## config.mk

```make
export PLATFORM = sky130hd
export DESIGN_NAME = block_sequencer_flat
export DESIGN_NICKNAME = d
export VERILOG_FILES = /design/src/common/dsp_pkg.sv /design/src/common/alu_if.sv /design/src/common/reg_port_if.sv /design/src/hw/control/block_sequencer.sv /design/src/flat_wrapper.sv
export VERILOG_INCLUDE_DIRS = /design/src /design/src/common
export SDC_FILE = /design/constraint.sdc
export NUM_CORES = 1
export LEC_CHECK = 0
export BUFFER_PORTS_ARGS = -buffer_cell sky130_fd_sc_hd__buf_2
export CORE_MARGIN = 1.5
export CORE_UTILIZATION = 34
export DETAILED_ROUTE_END_ITERATION = 12
export PLACE_DENSITY = 0.74
export SYNTH_ARGS = -nofsm -noshare
export SYNTH_HDL_FRONTEND = slang
export SYNTH_SLANG_ARGS = --single-unit
```

## constraint.sdc

```tcl
create_clock -name clk -period 4.1 [get_ports clk]
set_input_delay 1.23 -clock clk [delete_from_list [all_inputs] [get_ports clk]]
set_output_delay 1.23 -clock clk [all_outputs]
set_load 0.05 [all_outputs]
```

## src/common/dsp_settings.svh

```systemverilog
`ifndef DSP_SETTINGS_SVH
`define DSP_SETTINGS_SVH

// Sample and instruction widths.
`define DSP_DATA_WIDTH 16
`define DSP_INSTR_WIDTH 32
`define DSP_SHIFT_WIDTH 4

// Storage sizes.
`define DSP_N_BLOCKS 16
`define DSP_N_REGISTERS 16 // Per block.
`define DSP_N_CHANNELS 16

`endif

```

## src/common/dsp_pkg.sv

```systemverilog
`include "dsp_settings.svh"

package dsp_pkg;

	typedef logic signed [`DSP_DATA_WIDTH-1:0] sample_t;
	typedef logic signed [2*`DSP_DATA_WIDTH-1:0] wide_t; // Full product.
	typedef logic [$clog2(`DSP_N_BLOCKS)-1:0] block_idx_t;
	typedef logic [$clog2(`DSP_N_REGISTERS)-1:0] reg_addr_t;
	typedef logic [`DSP_SHIFT_WIDTH-1:0] shift_t;
	typedef logic [`DSP_INSTR_WIDTH-1:0] instr_t;

	typedef enum logic [3:0] {
		OP_NOP  = 4'd0,
		OP_ADD  = 4'd1,
		OP_SUB  = 4'd2,
		OP_MUL  = 4'd3,
		OP_MAD  = 4'd4,
		OP_MOV  = 4'd5,
		OP_ABS  = 4'd6,
		OP_LSH  = 4'd7,
		OP_RSH  = 4'd8,
		OP_ARSH = 4'd9
	} opcode_t;

	// Same order as the top bits of instr_t; the low 3 bits are unused.
	typedef struct packed {
		opcode_t   opcode;
		reg_addr_t src_a;
		reg_addr_t src_b;
		reg_addr_t src_c;
		reg_addr_t dest;
		logic      a_is_reg; // 1 selects the block register, 0 a channel.
		logic      b_is_reg;
		logic      c_is_reg;
		logic      dest_is_reg;
		logic      saturate;
		shift_t    shift;
	} decoded_instr_t;

endpackage

```

## src/common/alu_if.sv

```systemverilog
interface alu_if import dsp_pkg::*; ();

	logic    start;
	opcode_t op;
	sample_t a;
	sample_t b;
	sample_t c;
	logic    saturate;
	shift_t  shift;

	logic    done;
	sample_t result; // Valid with done.

	modport seq (
		output start, op, a, b, c, saturate, shift,
		input  done, result
	);

	modport alu (
		input  start, op, a, b, c, saturate, shift,
		output done, result
	);

endinterface

```

## src/common/reg_port_if.sv

```systemverilog
interface reg_port_if import dsp_pkg::*; ();

	logic       rd_is_reg;
	block_idx_t rd_block;
	reg_addr_t  rd_addr;
	sample_t    rd_data; // One cycle after the address.

	logic       wr_en;
	logic       wr_is_reg;
	block_idx_t wr_block;
	reg_addr_t  wr_addr;
	sample_t    wr_data;

	modport seq (
		output rd_is_reg, rd_block, rd_addr,
		output wr_en, wr_is_reg, wr_block, wr_addr, wr_data,
		input  rd_data
	);

	modport rf (
		input  rd_is_reg, rd_block, rd_addr,
		input  wr_en, wr_is_reg, wr_block, wr_addr, wr_data,
		output rd_data
	);

endinterface

```

## src/hw/control/block_sequencer.sv

```systemverilog
module block_sequencer import dsp_pkg::*; (
	input  logic           clk,
	input  logic           reset,
	input  logic           tick,
	input  sample_t        sample_in,
	input  logic           command_reg_write,
	input  block_idx_t     command_block_target,
	input  reg_addr_t      command_reg_target,
	input  sample_t        command_reg_write_val,
	input  decoded_instr_t decoded,
	input  block_idx_t     last_block,
	output logic           ready,
	output sample_t        sample_out,
	output logic           reg_write_ack,
	output block_idx_t     block,
	output logic           load,
	reg_port_if.seq        rf,
	alu_if.seq             alu
);

	typedef enum logic [3:0] {
		S_IDLE, S_SAMPLE, S_LOAD, S_DECODE, S_FETCH_A, S_FETCH_B,
		S_FETCH_C, S_START, S_EXEC, S_NEXT, S_FINISH
	} state_t;

	state_t     state;
	block_idx_t block_q;
	sample_t    sample_q;
	sample_t    a_q;
	sample_t    b_q;
	sample_t    c_q;
	logic       command_prev;
	logic       command_rose;
	logic       pending;
	logic       defer;
	block_idx_t pend_block;
	reg_addr_t  pend_reg;
	sample_t    pend_val;
	logic       need_b;
	logic       need_c;

	assign command_rose = command_reg_write && !command_prev;
	assign defer = command_rose && (!ready || pending); // Busy, or an older write goes first.
	assign need_b = decoded.opcode inside {OP_ADD, OP_SUB, OP_MUL, OP_MAD};
	assign need_c = (decoded.opcode == OP_MAD);

	assign ready = (state == S_IDLE);
	assign reg_write_ack = ready && (pending || command_rose);
	assign load = (state == S_LOAD);
	assign block = block_q;

	assign alu.start = (state == S_START);
	assign alu.op = decoded.opcode;
	assign alu.a = a_q;
	assign alu.b = b_q;
	assign alu.c = c_q;
	assign alu.saturate = decoded.saturate;
	assign alu.shift = decoded.shift;

	always_ff @(posedge clk) begin
		if (reset) begin
			state <= S_IDLE;
			block_q <= '0;
			command_prev <= 1'b0;
			pending <= 1'b0;
		end else begin
			command_prev <= command_reg_write;
			if (defer)
				pending <= 1'b1;
			else if (ready)
				pending <= 1'b0;
			case (state)
				S_IDLE: if (tick) state <= S_SAMPLE;
				S_SAMPLE: begin
					block_q <= '0;
					state <= S_LOAD;
				end
				S_LOAD: state <= S_DECODE;
				S_DECODE: begin
					if (decoded.opcode == OP_NOP)
						state <= S_NEXT; // Nothing to write back.
					else
						state <= S_FETCH_A;
				end
				S_FETCH_A: state <= need_b ? S_FETCH_B : S_START;
				S_FETCH_B: state <= need_c ? S_FETCH_C : S_START;
				S_FETCH_C: state <= S_START;
				S_START: state <= S_EXEC;
				S_EXEC: if (alu.done) state <= S_NEXT;
				S_NEXT: begin
					if (block_q == last_block) begin
						state <= S_FINISH;
					end else begin
						block_q <= block_q + 1'b1;
						state <= S_LOAD;
					end
				end
				default: state <= S_IDLE;
			endcase
		end
	end

	always_ff @(posedge clk) begin
		if (ready && tick)
			sample_q <= sample_in;
		if (state == S_FETCH_A)
			a_q <= rf.rd_data;
		if (state == S_FETCH_B)
			b_q <= rf.rd_data;
		if (state == S_FETCH_C)
			c_q <= rf.rd_data;
		if (state == S_FINISH)
			sample_out <= rf.rd_data; // Channel 0, read in S_NEXT.
		if (defer) begin
			pend_block <= command_block_target;
			pend_reg <= command_reg_target;
			pend_val <= command_reg_write_val;
		end
	end

	// Each read address is presented one state ahead of its latch.
	always_comb begin
		rf.rd_block = block_q;
		rf.rd_is_reg = 1'b0;
		rf.rd_addr = '0;
		case (state)
			S_DECODE: begin
				rf.rd_is_reg = decoded.a_is_reg;
				rf.rd_addr = decoded.src_a;
			end
			S_FETCH_A: begin
				rf.rd_is_reg = decoded.b_is_reg;
				rf.rd_addr = decoded.src_b;
			end
			S_FETCH_B: begin
				rf.rd_is_reg = decoded.c_is_reg;
				rf.rd_addr = decoded.src_c;
			end
			default: rf.rd_addr = '0;
		endcase
	end

	always_comb begin
		rf.wr_en = 1'b0;
		rf.wr_is_reg = 1'b0;
		rf.wr_block = block_q;
		rf.wr_addr = '0;
		rf.wr_data = sample_q; // Channel 0 in S_SAMPLE.
		case (state)
			S_IDLE: begin
				rf.wr_en = reg_write_ack;
				rf.wr_is_reg = 1'b1;
				rf.wr_block = pending ? pend_block : command_block_target;
				rf.wr_addr = pending ? pend_reg : command_reg_target;
				rf.wr_data = pending ? pend_val : command_reg_write_val;
			end
			S_SAMPLE: rf.wr_en = 1'b1;
			S_EXEC: begin
				rf.wr_en = alu.done;
				rf.wr_is_reg = decoded.dest_is_reg;
				rf.wr_addr = decoded.dest;
				rf.wr_data = alu.result;
			end
			default: rf.wr_en = 1'b0;
		endcase
	end

endmodule

```

## src/flat_wrapper.sv

```systemverilog
// flat-port wrapper written by rule: the top's interface ports become plain ports
module block_sequencer_flat import dsp_pkg::*;
  (clk, reset, tick, sample_in, command_reg_write, command_block_target, command_reg_target, command_reg_write_val, decoded, last_block, ready, sample_out, reg_write_ack, block, load, rf_rd_is_reg, rf_rd_block, rf_rd_addr, rf_wr_en, rf_wr_is_reg, rf_wr_block, rf_wr_addr, rf_wr_data, rf_rd_data, alu_start, alu_op, alu_a, alu_b, alu_c, alu_saturate, alu_shift, alu_done, alu_result);
  reg_port_if rf_i ();
  alu_if alu_i ();
  input  logic clk;
  input  logic reset;
  input  logic tick;
  input  sample_t sample_in;
  input  logic command_reg_write;
  input  block_idx_t command_block_target;
  input  reg_addr_t command_reg_target;
  input  sample_t command_reg_write_val;
  input  decoded_instr_t decoded;
  input  block_idx_t last_block;
  output logic ready;
  output sample_t sample_out;
  output logic reg_write_ack;
  output block_idx_t block;
  output logic load;
  output wire logic [$bits(rf_i.rd_is_reg)-1:0] rf_rd_is_reg;
  output wire logic [$bits(rf_i.rd_block)-1:0] rf_rd_block;
  output wire logic [$bits(rf_i.rd_addr)-1:0] rf_rd_addr;
  output wire logic [$bits(rf_i.wr_en)-1:0] rf_wr_en;
  output wire logic [$bits(rf_i.wr_is_reg)-1:0] rf_wr_is_reg;
  output wire logic [$bits(rf_i.wr_block)-1:0] rf_wr_block;
  output wire logic [$bits(rf_i.wr_addr)-1:0] rf_wr_addr;
  output wire logic [$bits(rf_i.wr_data)-1:0] rf_wr_data;
  input wire logic [$bits(rf_i.rd_data)-1:0] rf_rd_data;
  output wire logic [$bits(alu_i.start)-1:0] alu_start;
  output wire logic [$bits(alu_i.op)-1:0] alu_op;
  output wire logic [$bits(alu_i.a)-1:0] alu_a;
  output wire logic [$bits(alu_i.b)-1:0] alu_b;
  output wire logic [$bits(alu_i.c)-1:0] alu_c;
  output wire logic [$bits(alu_i.saturate)-1:0] alu_saturate;
  output wire logic [$bits(alu_i.shift)-1:0] alu_shift;
  input wire logic [$bits(alu_i.done)-1:0] alu_done;
  input wire logic [$bits(alu_i.result)-1:0] alu_result;
  assign rf_rd_is_reg = rf_i.rd_is_reg;
  assign rf_rd_block = rf_i.rd_block;
  assign rf_rd_addr = rf_i.rd_addr;
  assign rf_wr_en = rf_i.wr_en;
  assign rf_wr_is_reg = rf_i.wr_is_reg;
  assign rf_wr_block = rf_i.wr_block;
  assign rf_wr_addr = rf_i.wr_addr;
  assign rf_wr_data = rf_i.wr_data;
  assign rf_i.rd_data = rf_rd_data;
  assign alu_start = alu_i.start;
  assign alu_op = alu_i.op;
  assign alu_a = alu_i.a;
  assign alu_b = alu_i.b;
  assign alu_c = alu_i.c;
  assign alu_saturate = alu_i.saturate;
  assign alu_shift = alu_i.shift;
  assign alu_i.done = alu_done;
  assign alu_i.result = alu_result;
  block_sequencer u_core (.clk(clk), .reset(reset), .tick(tick), .sample_in(sample_in), .command_reg_write(command_reg_write), .command_block_target(command_block_target), .command_reg_target(command_reg_target), .command_reg_write_val(command_reg_write_val), .decoded(decoded), .last_block(last_block), .ready(ready), .sample_out(sample_out), .reg_write_ack(reg_write_ack), .block(block), .load(load), .rf(rf_i), .alu(alu_i));
endmodule
```

==> out/results.ini <==
[synthesis]
avgSynthCellArea_um2 = 13.8
postSynthCellCount = 341
ys.flop_type = edfxtp_1
synth_edf_count = 104
yosys_warnings = 0
synth_nets = 452
async_flop_share = 0
ys_seq_area_frac = 0.709
ys_types = 44
syn_area_um2 = 4690
synth.ff_latch_count = 114

[layout]
fillers = 1206
final_core_util = 0.484
drive_gt1_frac = 0.465
areaGrowthSynthToFinish_pct = 37.7
antenna_cells = 0
nets = 661

[timing]
finClkSkew_ns = 0.00675
fmax_mhz = 263
period_needed_ns = 3.80
grt_setup_unrepaired = no
slew_violations = 0
hold_viol = 0
slew_headroom = 0.232
worst_pin_slew_ns = 1.15
fin_crit_sh = 0.926
setup_tns_ns = 0
finalSetupViolations = 0

[clock_tree]
cts_sinks = 114
post_cts_buffers = 0
clkTransAtPathRegs_ns = 0.06
cts_tree = built
cts_hold_buf = 0
root_buffer = clkbuf_16
cts-resized-gates = 0
cts_max_path_buffers = 2
clock_latency_ns = 0.40
numCtsBuffers = 17
htreeDepth = 4

[setup_path]
worst_ep_arrival_time_ns = 2.57
cp-end-kind = output port
cp_data_required_time_ns = 2.87
start_kind = flip-flop
worst-path-max-fanout = 37
path_class = reg2out

[global_routing]
grt_usage = 0.151
grt_pass1_vias = 3335
gr-total-overflow = 0
grt_pass1_wl_um = 16400
grt_max_degree = 58
grt_antenna_before_repair = 0

[die]
ios = 226
fp-row-count = 42
initial_core_util = 0.351
die_area_um2 = 14500
die_x_um = 120
fp.dieH_um = 120
coreArea_um2 = 13300

[routing]
wl_met3_um = 961
wl_per_cell_um = 14.7
vias = 3428
wl_um = 10800
highest_layer = met4
wl_met2_um = 5180
dr.pass1.iters = 4
wl_met1_um = 4480
postRouteAntennaNets = 0
via_per_inst = 4.64
drt_iter0_markers = 161
drcViolationCount = 0

[pwr]
p_leak_nw = 2.67
power_density_nw_per_um2 = 527
ir_worst_vdd_mv = 0.240

[outcome]
status = complete, no violations

[placed_design]
io_buffers = 215
gp_congestion = 0.776
place_hpwl_um = 7840

[hold_path]
hold_path_class = reg2reg

[run]
maxCapViolCount = 0

==> layout by cell type, fill, tap and decap left out, types with 2 or more instances in the layout <==
| cell | n |
|---|---|
| o41ai_1 | 2 |
| nand2b_1 | 4 |
| nor2_1 | 36 |
| o21a_1 | 2 |
| a22oi_1 | 5 |
| nand2_1 | 30 |
| clkinv_2 | 2 |
| xor2_1 | 5 |
| a21oi_1 | 31 |
| inv_8 | 2 |
| or2_2 | 2 |
| inv_1 | 3 |
| or3_1 | 3 |
| edfxtp_1 | 104 |
| nand3_1 | 2 |
| buf_2 | 215 |
| buf_4 | 6 |
| o21ai_0 | 12 |
| clkinv_4 | 4 |
| dfxtp_1 | 9 |
| nor3_1 | 5 |
| o21ai_1 | 9 |
| inv_6 | 5 |
| bufinv_16 | 2 |
| mux2i_1 | 25 |
| clkbuf_16 | 17 |
| nor2b_1 | 2 |
==> worst max-delay path, stage by stage, from the launching register on <==
cell     delay (ns)
dfxtp_1        0.59
or3_1          0.96
nand2_1        0.16
o21ai_0        0.13
buf_2          0.30
==> area by class of cell <==
type                            count  area, um2  share of cell area
Multi-Input combinational cell    192       1180               0.183
Timing Repair Buffer              221       1120               0.174
Tap cell                          176        220              0.0341
Inverter                            4       15.0             0.00233
Clock buffer                       17        425              0.0659
Clock inverter                     15        171              0.0266
Sequential cell                   114       3320               0.515
==> power breakdown <==
part	internal, mW	switching (mW)	leakage (nW)
Combinational	0.155	0.445	1.34
Sequential	1.32	0.0211	1.03
Clock	0.912	0.547	0.297
==> through the flow <==
step	cells	hold slack, ns	power (mW)	area (um2)	worst slack [ns]
after floorplan	341	0.505	1.82	4690	0.369
after detailed placement	707	0.553	1.98	5860	0.689
final	739	0.553	3.41	6460	0.301
after global routing	739	0.573	3.53	6460	0.0643
after global placement	707	0.534	1.97	5860	0.727
after CTS	739	0.562	3.45	6460	0.252
==> routing by layer <==
layer / up-vias / track usage
met5: - / 0
met3: 16 / 0.0561
li1: 1663 / -
met4: 0 / 0.0684
met2: 167 / 0.252
met1: 1582 / 0.172
==> cells in the mapped netlist, types with 2 or more instances <==
cell type,n,area [um2]
a21oi_1,31,155
clkbuf_1,8,30.0
or2_2,2,12.5
o21ai_1,9,45.0
nor3_1,5,25.0
o41ai_1,2,17.5
xor2_1,5,43.8
nand3_1,2,10.0
mux2i_1,25,250
dfxtp_1,10,200
nand2b_1,4,25.0
nor2b_1,2,12.5
buf_6,2,22.5
edfxtp_1,104,3120
inv_1,3,11.3
a22oi_1,5,37.5
buf_2,4,20.0
o21a_1,2,15.0
nor2_1,36,135
or3_1,3,18.8
buf_4,14,105
o21ai_0,12,60.1
nand2_1,30,113
==> kinds of logic (layout without fill, tap and decap cells) <==
family / after synthesis / count (layout) / share of synthesized area
flops: 114 / 114 / 0.709
simple gates: 94 / 94 / 0.0955
compound gates: 66 / 66 / 0.0824
buf+inv: 35 / 257 / 0.0456
mux: 26 / 26 / 0.0558
xor+xnor: 5 / 5 / 0.00934
fa+ha+maj: 1 / 1 / 0.00267
==> worst paths after layout <==
path | startpoint | to | slack (ns) | depth (start not counted)
setup reg to reg | u_core.state[3] | u_core.sample_q[0] | 1.62 | 4
setup / recovery | u_core.state[0] | rf_wr_data[7] | 0.30 | 4
hold / removal | u_core.command_prev | u_core.pending | 0.55 | 3
hold reg to reg | u_core.command_prev | u_core.pending | 0.55 | 3
No activity file was read; power rests on OpenSTA's default activity.
