===== config.mk =====
export PLATFORM = sky130hd
export DESIGN_NAME = instr_decoder
export DESIGN_NICKNAME = d
export VERILOG_FILES = /design/src/common/dsp_pkg.sv /design/src/hw/control/instr_decoder.sv
export VERILOG_INCLUDE_DIRS = /design/src /design/src/common
export SDC_FILE = /design/constraint.sdc
export NUM_CORES = 1
export LEC_CHECK = 0
export ABC_AREA = 1
export BUFFER_PORTS_ARGS = -buffer_cell sky130_fd_sc_hd__buf_2
export CORE_UTILIZATION = 55
export DETAILED_ROUTE_END_ITERATION = 6
export PLACE_DENSITY = 0.72
export SETUP_SLACK_MARGIN = 0.1
export SLEW_MARGIN = 20
export SYNTH_ARGS = -nofsm -noshare
export SYNTH_HDL_FRONTEND = slang
export SYNTH_SLANG_ARGS = --single-unit

===== constraint.sdc =====
create_clock -name clk -period 3.7 [get_ports clk]
set_input_delay 0.37 -clock clk [delete_from_list [all_inputs] [get_ports clk]]
set_output_delay 0.37 -clock clk [all_outputs]
set_load 0.03 [all_outputs]

===== src/common/dsp_settings.svh =====
`ifndef DSP_SETTINGS_SVH
`define DSP_SETTINGS_SVH

// Sample and instruction widths.
`define DSP_DATA_WIDTH 16
`define DSP_INSTR_WIDTH 32
`define DSP_SHIFT_WIDTH 4

// Storage sizes.
`define DSP_N_BLOCKS 16
`define DSP_N_REGISTERS 16 // Per block.
`define DSP_N_CHANNELS 16

`endif


===== src/common/dsp_pkg.sv =====
`include "dsp_settings.svh"

package dsp_pkg;

	typedef logic signed [`DSP_DATA_WIDTH-1:0] sample_t;
	typedef logic signed [2*`DSP_DATA_WIDTH-1:0] wide_t; // Full product.
	typedef logic [$clog2(`DSP_N_BLOCKS)-1:0] block_idx_t;
	typedef logic [$clog2(`DSP_N_REGISTERS)-1:0] reg_addr_t;
	typedef logic [`DSP_SHIFT_WIDTH-1:0] shift_t;
	typedef logic [`DSP_INSTR_WIDTH-1:0] instr_t;

	typedef enum logic [3:0] {
		OP_NOP  = 4'd0,
		OP_ADD  = 4'd1,
		OP_SUB  = 4'd2,
		OP_MUL  = 4'd3,
		OP_MAD  = 4'd4,
		OP_MOV  = 4'd5,
		OP_ABS  = 4'd6,
		OP_LSH  = 4'd7,
		OP_RSH  = 4'd8,
		OP_ARSH = 4'd9
	} opcode_t;

	// Same order as the top bits of instr_t; the low 3 bits are unused.
	typedef struct packed {
		opcode_t   opcode;
		reg_addr_t src_a;
		reg_addr_t src_b;
		reg_addr_t src_c;
		reg_addr_t dest;
		logic      a_is_reg; // 1 selects the block register, 0 a channel.
		logic      b_is_reg;
		logic      c_is_reg;
		logic      dest_is_reg;
		logic      saturate;
		shift_t    shift;
	} decoded_instr_t;

endpackage


===== src/hw/control/instr_decoder.sv =====
`include "dsp_settings.svh"

module instr_decoder import dsp_pkg::*; (
	input  logic           clk,
	input  logic           reset,
	input  logic           command_instr_write,
	input  block_idx_t     command_block_target,
	input  instr_t         command_instr_write_val,
	input  block_idx_t     block,
	input  logic           load,
	output logic           instr_write_ack,
	output decoded_instr_t decoded,
	output block_idx_t     last_block
);

	localparam int FIELD_BITS = $bits(decoded_instr_t);

	instr_t instrs [`DSP_N_BLOCKS];
	instr_t current;

	assign current = instrs[block];

	always_ff @(posedge clk) begin
		if (command_instr_write)
			instrs[command_block_target] <= command_instr_write_val;
	end

	// Fields sit at the top of the word, so decode is a slice and a cast.
	always_ff @(posedge clk) begin
		if (load)
			decoded <= decoded_instr_t'(current[`DSP_INSTR_WIDTH-1 -: FIELD_BITS]);
	end

	always_ff @(posedge clk) begin
		if (reset) begin
			instr_write_ack <= 1'b0;
			last_block <= '0;
		end else begin
			instr_write_ack <= command_instr_write;
			if (command_instr_write && command_block_target > last_block)
				last_block <= command_block_target; // Highest block ever written.
		end
	end

endmodule


==> out/results.tsv, run 1 <==
metric	value	unit
status	finished clean	
routed vias/inst	5.26	
Antenna Nets Post-Route	0	
Max Clock Skew	0.0110	ns
Adder-Cell Fraction of Synth Area	0.00237	
largest family of logic cells by synthesized area	simple AND/OR/NAND/NOR gates	
postcts setup bufs	0	
Vias	13586	
share of layout cells above drive strength 1	0.0927	
XOR/XNOR share of the synthesized area	0	
Synth top area share	0.700	
root buffer cell	clkbuf_16	
Max IR drop VDD	0.408	mV
routed wire length	46900	um
first-pass GRT wire length	72500	um
start point of the critical path	block[0]	
FMAX	464	MHz
nets	2081	
flops & latches, synth	498	
clock sink count	498	
worst hold slack	0.0915	ns
Yosys warnings	0	
Synth Area in Compound Gates	0.00118	
vias in the first global route	13334	
Worst path max stage delay	0.78	ns
area leader, netlist	edfxtp_1	
total CTS buffers	50	
Final Setup Violations	0	
Synth Area in Simple Gates	0.199	
Syn Std Cell Area	21200	um^2
routability congestion estimate	0.771	
1st-iter DRT viols	1167	
worst hold path class	in2reg	
antenna cells	0	
Chip Width	198	um
CTS HTree Levels	2	
port bufs	74	
initial antenna violation count	0	
Worst R2R Start	last_block[3]	
Worst Path Max Fanout	127	
clock latency on the worst-skew pair	0.57	ns
placed wire-length estimate	24300	um
CP required	4.02	ns
leakage	10.0	nW
worst slew pin tran	1.00	ns
Synth-to-Final Area Change	11.1	%
Chip Height	198	um
hold_buf cts	1	
PwrDens	508	nW/um^2
Reg clk slew, reported paths	0.06	ns
GR Util All Layers	0.246	
TritonCTS clock tree	yes	
setup TNS	0	ns
Avg WL per Cell	18.2	um
hold path start	command_instr_write	
cell repeated most along the worst path	nand3_1	
Distinct cells, synth	14	
# IOs	78	
Slew HR	0.333	
# Max-Cap Violations	0	
syn_area_per_cell	10.7	um^2
nature of the critical path startpoint	input pin	
DRT Pass-1 Iters	5	
Crit Path Class	in2reg	
Syn Nets	2016	
post-CTS resize count	0	
min cycle time layout	2.16	ns
DRC viols	0	
Pins Over Slew Limit	0	
final hold violations	0	
clk buf depth	3	
GRT Residual Overflow	0	
Initial Util	0.560	
final critical-path share of the clock period	0.583	
FP Rows	71	
mux contribution to synthesized area	0	
largest net degree at the start of global routing	164	
Mapped Cells	1968	
RSZ-0062 raised after global routing	false	
Buf/Inv on CP	3	
delay-heaviest family, CP	buffers and inverters	
Cell Chain, Critical Path	buf_6, inv_6, buf_4, nand2_1, nand3_1, nand3_1, nand3_1, nand2_1	
die area	39300	um^2
core box area	37800	um^2
Critical Path AT	2.48	ns
Slowest cell on crit path	inv_6	
Crit. End Element	register	
Synth area leaders	edfxtp_1 70%, nand2_1 11%, nand3_1 8.4%, inv_1 6.4%, buf_6 1.1%	
Seq/Total Area, Yosys	0.705	
state kept, by name (all words and copies together) (netlist names):
name / count
decoded: 29
instr_write_ack: 1
instrs: 464
last_block: 4
metrics by stage:
stage | worst slack (ns) | power (mW) | instance area (um^2) | cells | util
floorplan | 1.47 | 7.03 | 21200 | 1968 | -
global placement | 1.01 | 7.27 | 22000 | 2490 | 0.581
detailed placement | 0.983 | 7.30 | 22000 | 2490 | 0.581
CTS | 1.59 | 12.0 | 23500 | 2582 | 0.622
global route | 1.44 | 12.3 | 23500 | 2583 | 0.623
finish | 1.54 | 11.9 | 23500 | 2583 | 0.623
cell usage in the layout, fill, tap and decap left out, drive strengths merged, types with 3 or more instances in the layout:
cell	count
ha	4
a21oi	5
nand2	623
clkbuf	58
clkinv	27
nor2	23
buf	107
edfxtp	493
dfxtp	5
nand3	356
bufinv	3
inv	366
worst min-delay path, delay by kind of cell:
family,cells,cell delay [ns]
buf+inv,2,0.20
simple gates,1,0.04
power by group:
| group | internal (mW) | leakage, nW | total, mW | switching (mW) |
|---|---|---|---|---|
| logic | 0.211 | 4.75 | 0.804 | 0.593 |
| clock network | 2.72 | 0.753 | 4.76 | 2.04 |
| registers | 6.35 | 4.52 | 6.39 | 0.0340 |
final timing paths:
kind	to	cells past startpoint	slack (ns)
setup / recovery	decoded[1]	8	1.54
hold / removal	instr_write_ack	3	0.09
setup reg to reg	last_block[0]	8	2.12
hold reg to reg	last_block[1]	2	0.52
layer usage:
layer  GRT usage  vias to the layer above  wire (um)
met4      0.0884                        0       1290
met1       0.335                     6427      19300
met3      0.0363                      109       3520
li1            -                     6512          -
met2       0.406                      538      22900
met5           0                        -          0
cells by family (layout without fill, tap and decap cells):
kind of cell	count (synthesis)	count (layout)
compound gates	5	5
fa+ha+maj	4	4
buf+inv	459	563
flops	498	498
simple gates	1002	1002
final cells by class:
cell class | count | area (um^2)
timing repair buffer | 108 | 662
fill | 2835 | 14200
clock buffer | 58 | 1300
sequential | 498 | 14900
inverter | 364 | 1370
clock inverter | 33 | 230
multi-input combinational | 1011 | 4400
tap | 511 | 639
synth_stat cells:
cell and count:
a21oi_1 5, buf_1 5, buf_2 46, buf_4 7, buf_6 21, clkbuf_1 16, dfxtp_1 5, edfxtp_1 493
ha_1 4, inv_1 362, inv_4 2, nand2_1 623, nand3_1 356, nor2_1 23
(Power assumes the default switching activity.)
==> inputs of run 2 (changes only) <==
--- a/config.mk
+++ b/config.mk
@@ -10,7 +10,7 @@
 export BUFFER_PORTS_ARGS = -buffer_cell sky130_fd_sc_hd__buf_2
 export CORE_UTILIZATION = 55
 export DETAILED_ROUTE_END_ITERATION = 6
-export PLACE_DENSITY = 0.72
+export PLACE_DENSITY = 0.75
 export SETUP_SLACK_MARGIN = 0.1
 export SLEW_MARGIN = 20
 export SYNTH_ARGS = -nofsm -noshare
==> constraint.sdc (replaced) <==
create_clock -name clk -period 1.9 [get_ports clk]
set_input_delay 0.19 -clock clk [delete_from_list [all_inputs] [get_ports clk]]
set_output_delay 0.19 -clock clk [all_outputs]
set_load 0.03 [all_outputs]
==> run 2 against run 1 <==
  * Via count up 1.5%
  * Die area did not move
  * Sequential share of layout area is 1.7 points lower
==> out/results.tsv, run 2 (same netlist as run 1, synthesis figures left out) <==
metric	value	unit	change
status	finished clean		unchanged
clk buf depth	3		unchanged
Crit Path Class	reg2reg		was in2reg
Antenna Nets Post-Route	0		unchanged
Reg clk slew, reported paths	0.06	ns	about the same
post-route setup slack	0.331	ns	was 1.54 ns
Synth-to-Final Area Change	14.3	%	was 11.1%
FMAX	637	MHz	
FP Rows	71		unchanged
Worst Path Max Fanout	8		was 127
placed wire-length estimate	24300	um	about the same
clock latency on the worst-skew pair	0.56	ns	was 0.57 ns
die area	39300	um^2	unchanged
clock sink count	498		unchanged
CP required	2.36	ns	was 4.02 ns
nets	2109		was 2081
Psw	5.11	mW	was 2.67 mW
RSZ-0062 raised after global routing	false		unchanged
most frequent cells in the layout	623 x nand2_1, 493 x edfxtp_1, 361 x inv_1		unchanged
nature of the critical path startpoint	register		was input pin
# Max-Cap Violations	0		unchanged
PwrDens	971	nW/um^2	was 508 nW/um^2
Final Setup Violations	0		unchanged
total CTS buffers	49		was 50
pre-CTS setup slack	0.305	ns	was 0.983 ns
CTS HTree Levels	2		unchanged
first-pass GRT wire length	71200	um	was 72500 um
Initial Util	0.560		unchanged
most common cell after layout, fill and taps aside	nand2_1		unchanged
Vias	13790		was 13586
DRT Pass-1 Iters	5		unchanged
Avg WL per Cell	17.5	um	was 18.2 um
Chip Width	198	um	unchanged
min cycle time layout	1.57	ns	
max reg flops	464		unchanged
1st-iter DRT viols	1295		was 1167
antenna cells	0		unchanged
core box area	37800	um^2	unchanged
Critical Path AT	2.02	ns	was 2.48 ns
root buffer cell	clkbuf_16		unchanged
postcts setup bufs	0		unchanged
worst hold path class	in2reg		unchanged
Chip Height	198	um	unchanged
switch share	0.218		was 0.223
placed inst area	22400	um^2	was 22000 um^2
leakage	10.3	nW	was 10.0 nW
most flop-heavy register	instrs		unchanged
Crit. End Element	register		unchanged
final critical-path share of the clock period	0.826		
Pint	18.4	mW	was 9.28 mW
Logic pwr share	0.070		was 0.067
Max Clock Skew	0.0128	ns	was 0.0110 ns
TritonCTS clock tree	yes		unchanged
largest net degree at the start of global routing	121		was 164
worst slew pin tran	0.576	ns	was 1.00 ns
DRC viols	0		unchanged
Max IR drop VDD	0.618	mV	was 0.408 mV
finished layout cell area	24200	um^2	was 23500 um^2
GRT Residual Overflow	0		unchanged
vias in the first global route	13432		was 13334
final hold violations	0		unchanged
Slew HR	0.616		was 0.333
Flop pwr share	0.530		was 0.534
GR Util All Layers	0.240		was 0.246
routed vias/inst	5.29		was 5.26
initial antenna violation count	0		unchanged
fraction of power consumed by the clock network	0.400		was 0.398
Top Registers	instrs x464, decoded x29, last_block x4		unchanged
final core occ	0.640		was 0.623
share of layout cells above drive strength 1	0.0968		was 0.0927
Pins Over Slew Limit	0		unchanged
# IOs	78		unchanged
routed wire length	45600	um	was 46900 um
routability congestion estimate	0.751		was 0.771
port bufs	74		unchanged
run 2: worst max-delay path: stages, from the launching register on:
cell	delay [ns]
dfxtp_1	0.36
inv_1	0.06
ha_1	0.28
nand2_1	0.10
nor2_1	0.05
nor2_1	0.35
nand3_1	0.14
nand2_1	0.09
nor2_1	0.04
run 2: worst paths after layout:
path	to	startpoint	slack (ns)	cells past startpoint
hold reg to reg	last_block[0]	last_block[0]	0.53	2
setup reg to reg	last_block[2]	last_block[3]	0.33	8
setup / recovery	last_block[2]	last_block[3]	0.33	8
hold / removal	instrs[10][31]	command_instr_write_val[31]	0.02	1
run 2: through the flow:
stage | setup TNS, ns | hold WS [ns] | std cells | power [mW]
4_1_cts | 0 | 0.00204 | 2609 | 23.6
3_5_place_dp | 0 | 0.369 | 2502 | 14.3
2_1_floorplan | -59.38 | 0.262 | 1968 | 13.7
5_1_grt | 0 | 0.0143 | 2609 | 24.2
6_report | 0 | 0.0154 | 2609 | 23.5
3_3_place_gp | 0 | 0.371 | 2502 | 14.2
run 2: final cells by class:
cell class / instances / area [um^2]
flip-flops and latches: 498 / 14900
fillers: 2678 / 13600
multi-input cells: 1011 / 4400
inverters: 364 / 1370
repair buffers: 137 / 1310
clock buffers: 54 / 1240
well taps: 511 / 639
clock inverters: 34 / 299
run 2: power groups by stage:
stage	combinational [mW]	clock [mW]	sequential (mW)
floorplan	0.886	0	12.8
global placement	1.56	0	12.7
detailed placement	1.61	0	12.7
CTS	1.66	9.46	12.4
global route	1.83	9.88	12.5
finish	1.65	9.38	12.4
run 2: per-layer routing:
metal,share of wire,global-route usage
met1,0.40,0.313
met4,0.031,0.0947
met5,0,0
met2,0.50,0.410
met3,0.072,0.0320
run 2: repair_timing:
action                                 in CTS  in global routing
gates resized for setup                     0                  0
hold buffers                               19                  0
endpoints found under the hold margin     205                  0
==> inputs of run 3 (changes only) <==
--- a/config.mk
+++ b/config.mk
@@ -10,7 +10,7 @@
 export BUFFER_PORTS_ARGS = -buffer_cell sky130_fd_sc_hd__buf_2
 export CORE_UTILIZATION = 55
 export DETAILED_ROUTE_END_ITERATION = 6
-export PLACE_DENSITY = 0.75
+export PLACE_DENSITY = 0.72
 export SETUP_SLACK_MARGIN = 0.1
 export SLEW_MARGIN = 20
 export SYNTH_ARGS = -nofsm -noshare
==> constraint.sdc (replaced) <==
create_clock -name clk -period 1.55 [get_ports clk]
set_input_delay 0.155 -clock clk [delete_from_list [all_inputs] [get_ports clk]]
set_output_delay 0.155 -clock clk [all_outputs]
set_load 0.03 [all_outputs]
==> run 3 against run 2 <==
  * Worst setup slack got worse by 0.24 ns
  * Largest power group unchanged
  * Clock skew about the same
  * First-iteration DRC count increased by 0.46%
  * Sequential share of layout area decreased by 1.3 points
  * Combinational power increased by 33%
  * Design area increased by 2.2%
==> out/results.tsv, run 3 (same netlist as run 1, synthesis figures left out) <==
metric	value	unit	change
status	finished clean		unchanged
Crit path depth	6		was 8
Avg WL per Cell	18.1	um	was 17.5 um
Max IR drop VDD	1.01	mV	was 0.618 mV
hold path start	load		was command_instr_write_val[31]
worst hold path class	in2reg		unchanged
Final Setup Violations	0		unchanged
DRT Pass-1 Iters	5		unchanged
setup TNS	0	ns	unchanged
most flop-heavy register	instrs		unchanged
CP required	1.81	ns	was 2.36 ns
Crit Path Class	in2reg		was reg2reg
placed wire-length estimate	26600	um	was 24300 um
largest net degree at the start of global routing	66		was 121
# Max-Cap Violations	0		unchanged
Buf/Inv on CP	4		was 1
FMAX	685	MHz	
DRC viols	0		unchanged
Reg clk slew, reported paths	0.06	ns	about the same
min cycle time layout	1.46	ns	
worst setup path end	instrs[4][15]		was last_block[2]
worst slew pin tran	0.441	ns	was 0.576 ns
antenna cells	0		unchanged
Top Registers	instrs x464, decoded x29, last_block x4		unchanged
Worst path max stage delay	0.53	ns	was 0.36 ns
GR Util All Layers	0.254		was 0.240
vias in the first global route	13433		was 13432
most common cell after layout, fill and taps aside	nand2_1		unchanged
Chip Height	198	um	unchanged
FF-to-FF path depth	8		unchanged
clock sink count	498		unchanged
CTS HTree Levels	2		unchanged
final critical-path share of the clock period	0.942		
postcts setup bufs	0		unchanged
routability congestion estimate	0.777		was 0.751
Vias	13862		was 13790
R2R setup slack	0.23	ns	was 0.33 ns
FP Rows	71		unchanged
# IOs	78		unchanged
leakage	10.5	nW	was 10.3 nW
die area	39300	um^2	unchanged
nature of the critical path startpoint	input pin		was register
fill count	2714		was 2678
Cell Chain, Critical Path	dlygate4sd3_1, buf_2, inv_1, nand2_1, nor2_4, buf_12		was inv_1, ha_1, nand2_1, nor2_1, nor2_1, nand3_1, nand2_1, nor2_1
core box area	37800	um^2	unchanged
PwrDens	1160	nW/um^2	was 971 nW/um^2
total power	28.7	mW	was 23.5 mW
RSZ-0062 raised after global routing	true		was false
total CTS buffers	50		was 49
first-pass GRT wire length	74100	um	was 71200 um
finished layout cell area	24700	um^2	was 24200 um^2
Slew HR	0.705		was 0.616
Max Clock Skew	0.0128	ns	about the same
nets	2153		was 2109
final hold violations	0		unchanged
clock latency on the worst-skew pair	0.59	ns	was 0.56 ns
placed inst area	22800	um^2	was 22400 um^2
routed vias/inst	5.22		was 5.29
routed wire length	48000	um	was 45600 um
Initial Util	0.560		unchanged
Worst Path Max Fanout	29		was 8
Crit. End Element	register		unchanged
start point of the critical path	command_block_target[0]		was last_block[3]
most frequent cells in the layout	622 x nand2_1, 493 x edfxtp_1, 361 x inv_1		was 623 x nand2_1, 493 x edfxtp_1, 361 x inv_1
port bufs	74		unchanged
Worst R2R Start	last_block[3]		unchanged
clk buf depth	3		unchanged
initial antenna violation count	0		unchanged
TritonCTS clock tree	yes		unchanged
Antenna Nets Post-Route	0		unchanged
share of layout cells above drive strength 1	0.109		was 0.0968
r2r endpoint	last_block[2]		unchanged
max reg flops	464		unchanged
Chip Width	198	um	unchanged
Synth-to-Final Area Change	16.7	%	was 14.3%
Slowest cell on crit path	dlygate4sd3_1		was dfxtp_1
Pins Over Slew Limit	0		unchanged
GRT Residual Overflow	0		unchanged
1st-iter DRT viols	1301		was 1295
delay-heaviest family, CP	buffers and inverters		was simple AND/OR/NAND/NOR gates
Critical Path AT	1.73	ns	was 2.02 ns
dpl cells	2529		was 2502
fin cells	2654		was 2609
root buffer cell	clkbuf_16		unchanged
-- run 3: changes by cell type in the layout (fill, tap and decap cells not counted), sizes merged --
| cell | change |
|---|---|
| inv | +1 |
| buf | +27 |
| bufinv | -3 |
| clkbuf | +12 |
| clkinv | -8 |
| dlygate4sd3 | +16 |
-- run 3: cell type report --
| class | count | area [um^2] | share of cell area |
|---|---|---|---|
| Sequential cell | 498 | 14900 | 0.604 |
| Multi-Input combinational cell | 1011 | 4410 | 0.179 |
| Timing Repair Buffer | 180 | 1840 | 0.0744 |
| Inverter | 364 | 1370 | 0.0556 |
| Clock buffer | 66 | 1310 | 0.0531 |
| Tap cell | 511 | 639 | 0.0259 |
| Clock inverter | 24 | 211 | 0.00856 |
-- run 3: worst min-delay path by stage --
stage | depth (start not counted) | slack (ns) | to
after floorplan | 1 | 0.23 | instr_write_ack
after global placement | 2 | 0.35 | instr_write_ack
after detailed placement | 2 | 0.34 | instr_write_ack
after CTS | 2 | 0.05 | decoded[5]
after global routing | 2 | 0.06 | decoded[5]
final | 2 | 0.06 | decoded[5]
-- run 3: worst reg2reg max path: stages, from the launching register on --
cell and delay, ns:
dfxtp_2 0.34, inv_1 0.04, ha_1 0.28, nand2_1 0.11
nor2_2 0.07, nor2_4 0.16, nand3_1 0.11, nand2_1 0.07
nor2_1 0.04
-- run 3: where the power goes --
group / internal, mW / switching (mW) / total, mW
logic: 0.710 / 1.48 / 2.19
registers: 15.2 / 0.0803 / 15.2
clock network: 6.45 / 4.86 / 11.3
total: 22.3 / 6.42 / 28.7
-- run 3: routing by layer --
metal / vias up / global-route usage / routed length [um]
met5: - / 0 / 0
met4: 0 / 0.105 / 1380
met3: 97 / 0.0341 / 3530
met2: 552 / 0.418 / 23600
met1: 6550 / 0.340 / 19500
li1: 6663 / - / -
-- run 3: per-stage QoR --
step,setup WS [ns],hold slack [ns],util
after global routing,0.0649,0.0605,0.654
after CTS,0.119,0.0488,0.654
after detailed placement,0.0521,0.343,0.604
after global placement,0.0846,0.348,0.604
final,0.0895,0.0617,0.654
after floorplan,-0.0573,0.227,-
-- run 3: timing repair --
| action | CTS | global route |
|---|---|---|
| setup endpoints to repair | 0 | 84 |
| hold buffers | 35 | 0 |
| hold endpoints to repair | 469 | 0 |
| gates resized for setup | 0 | 3 |
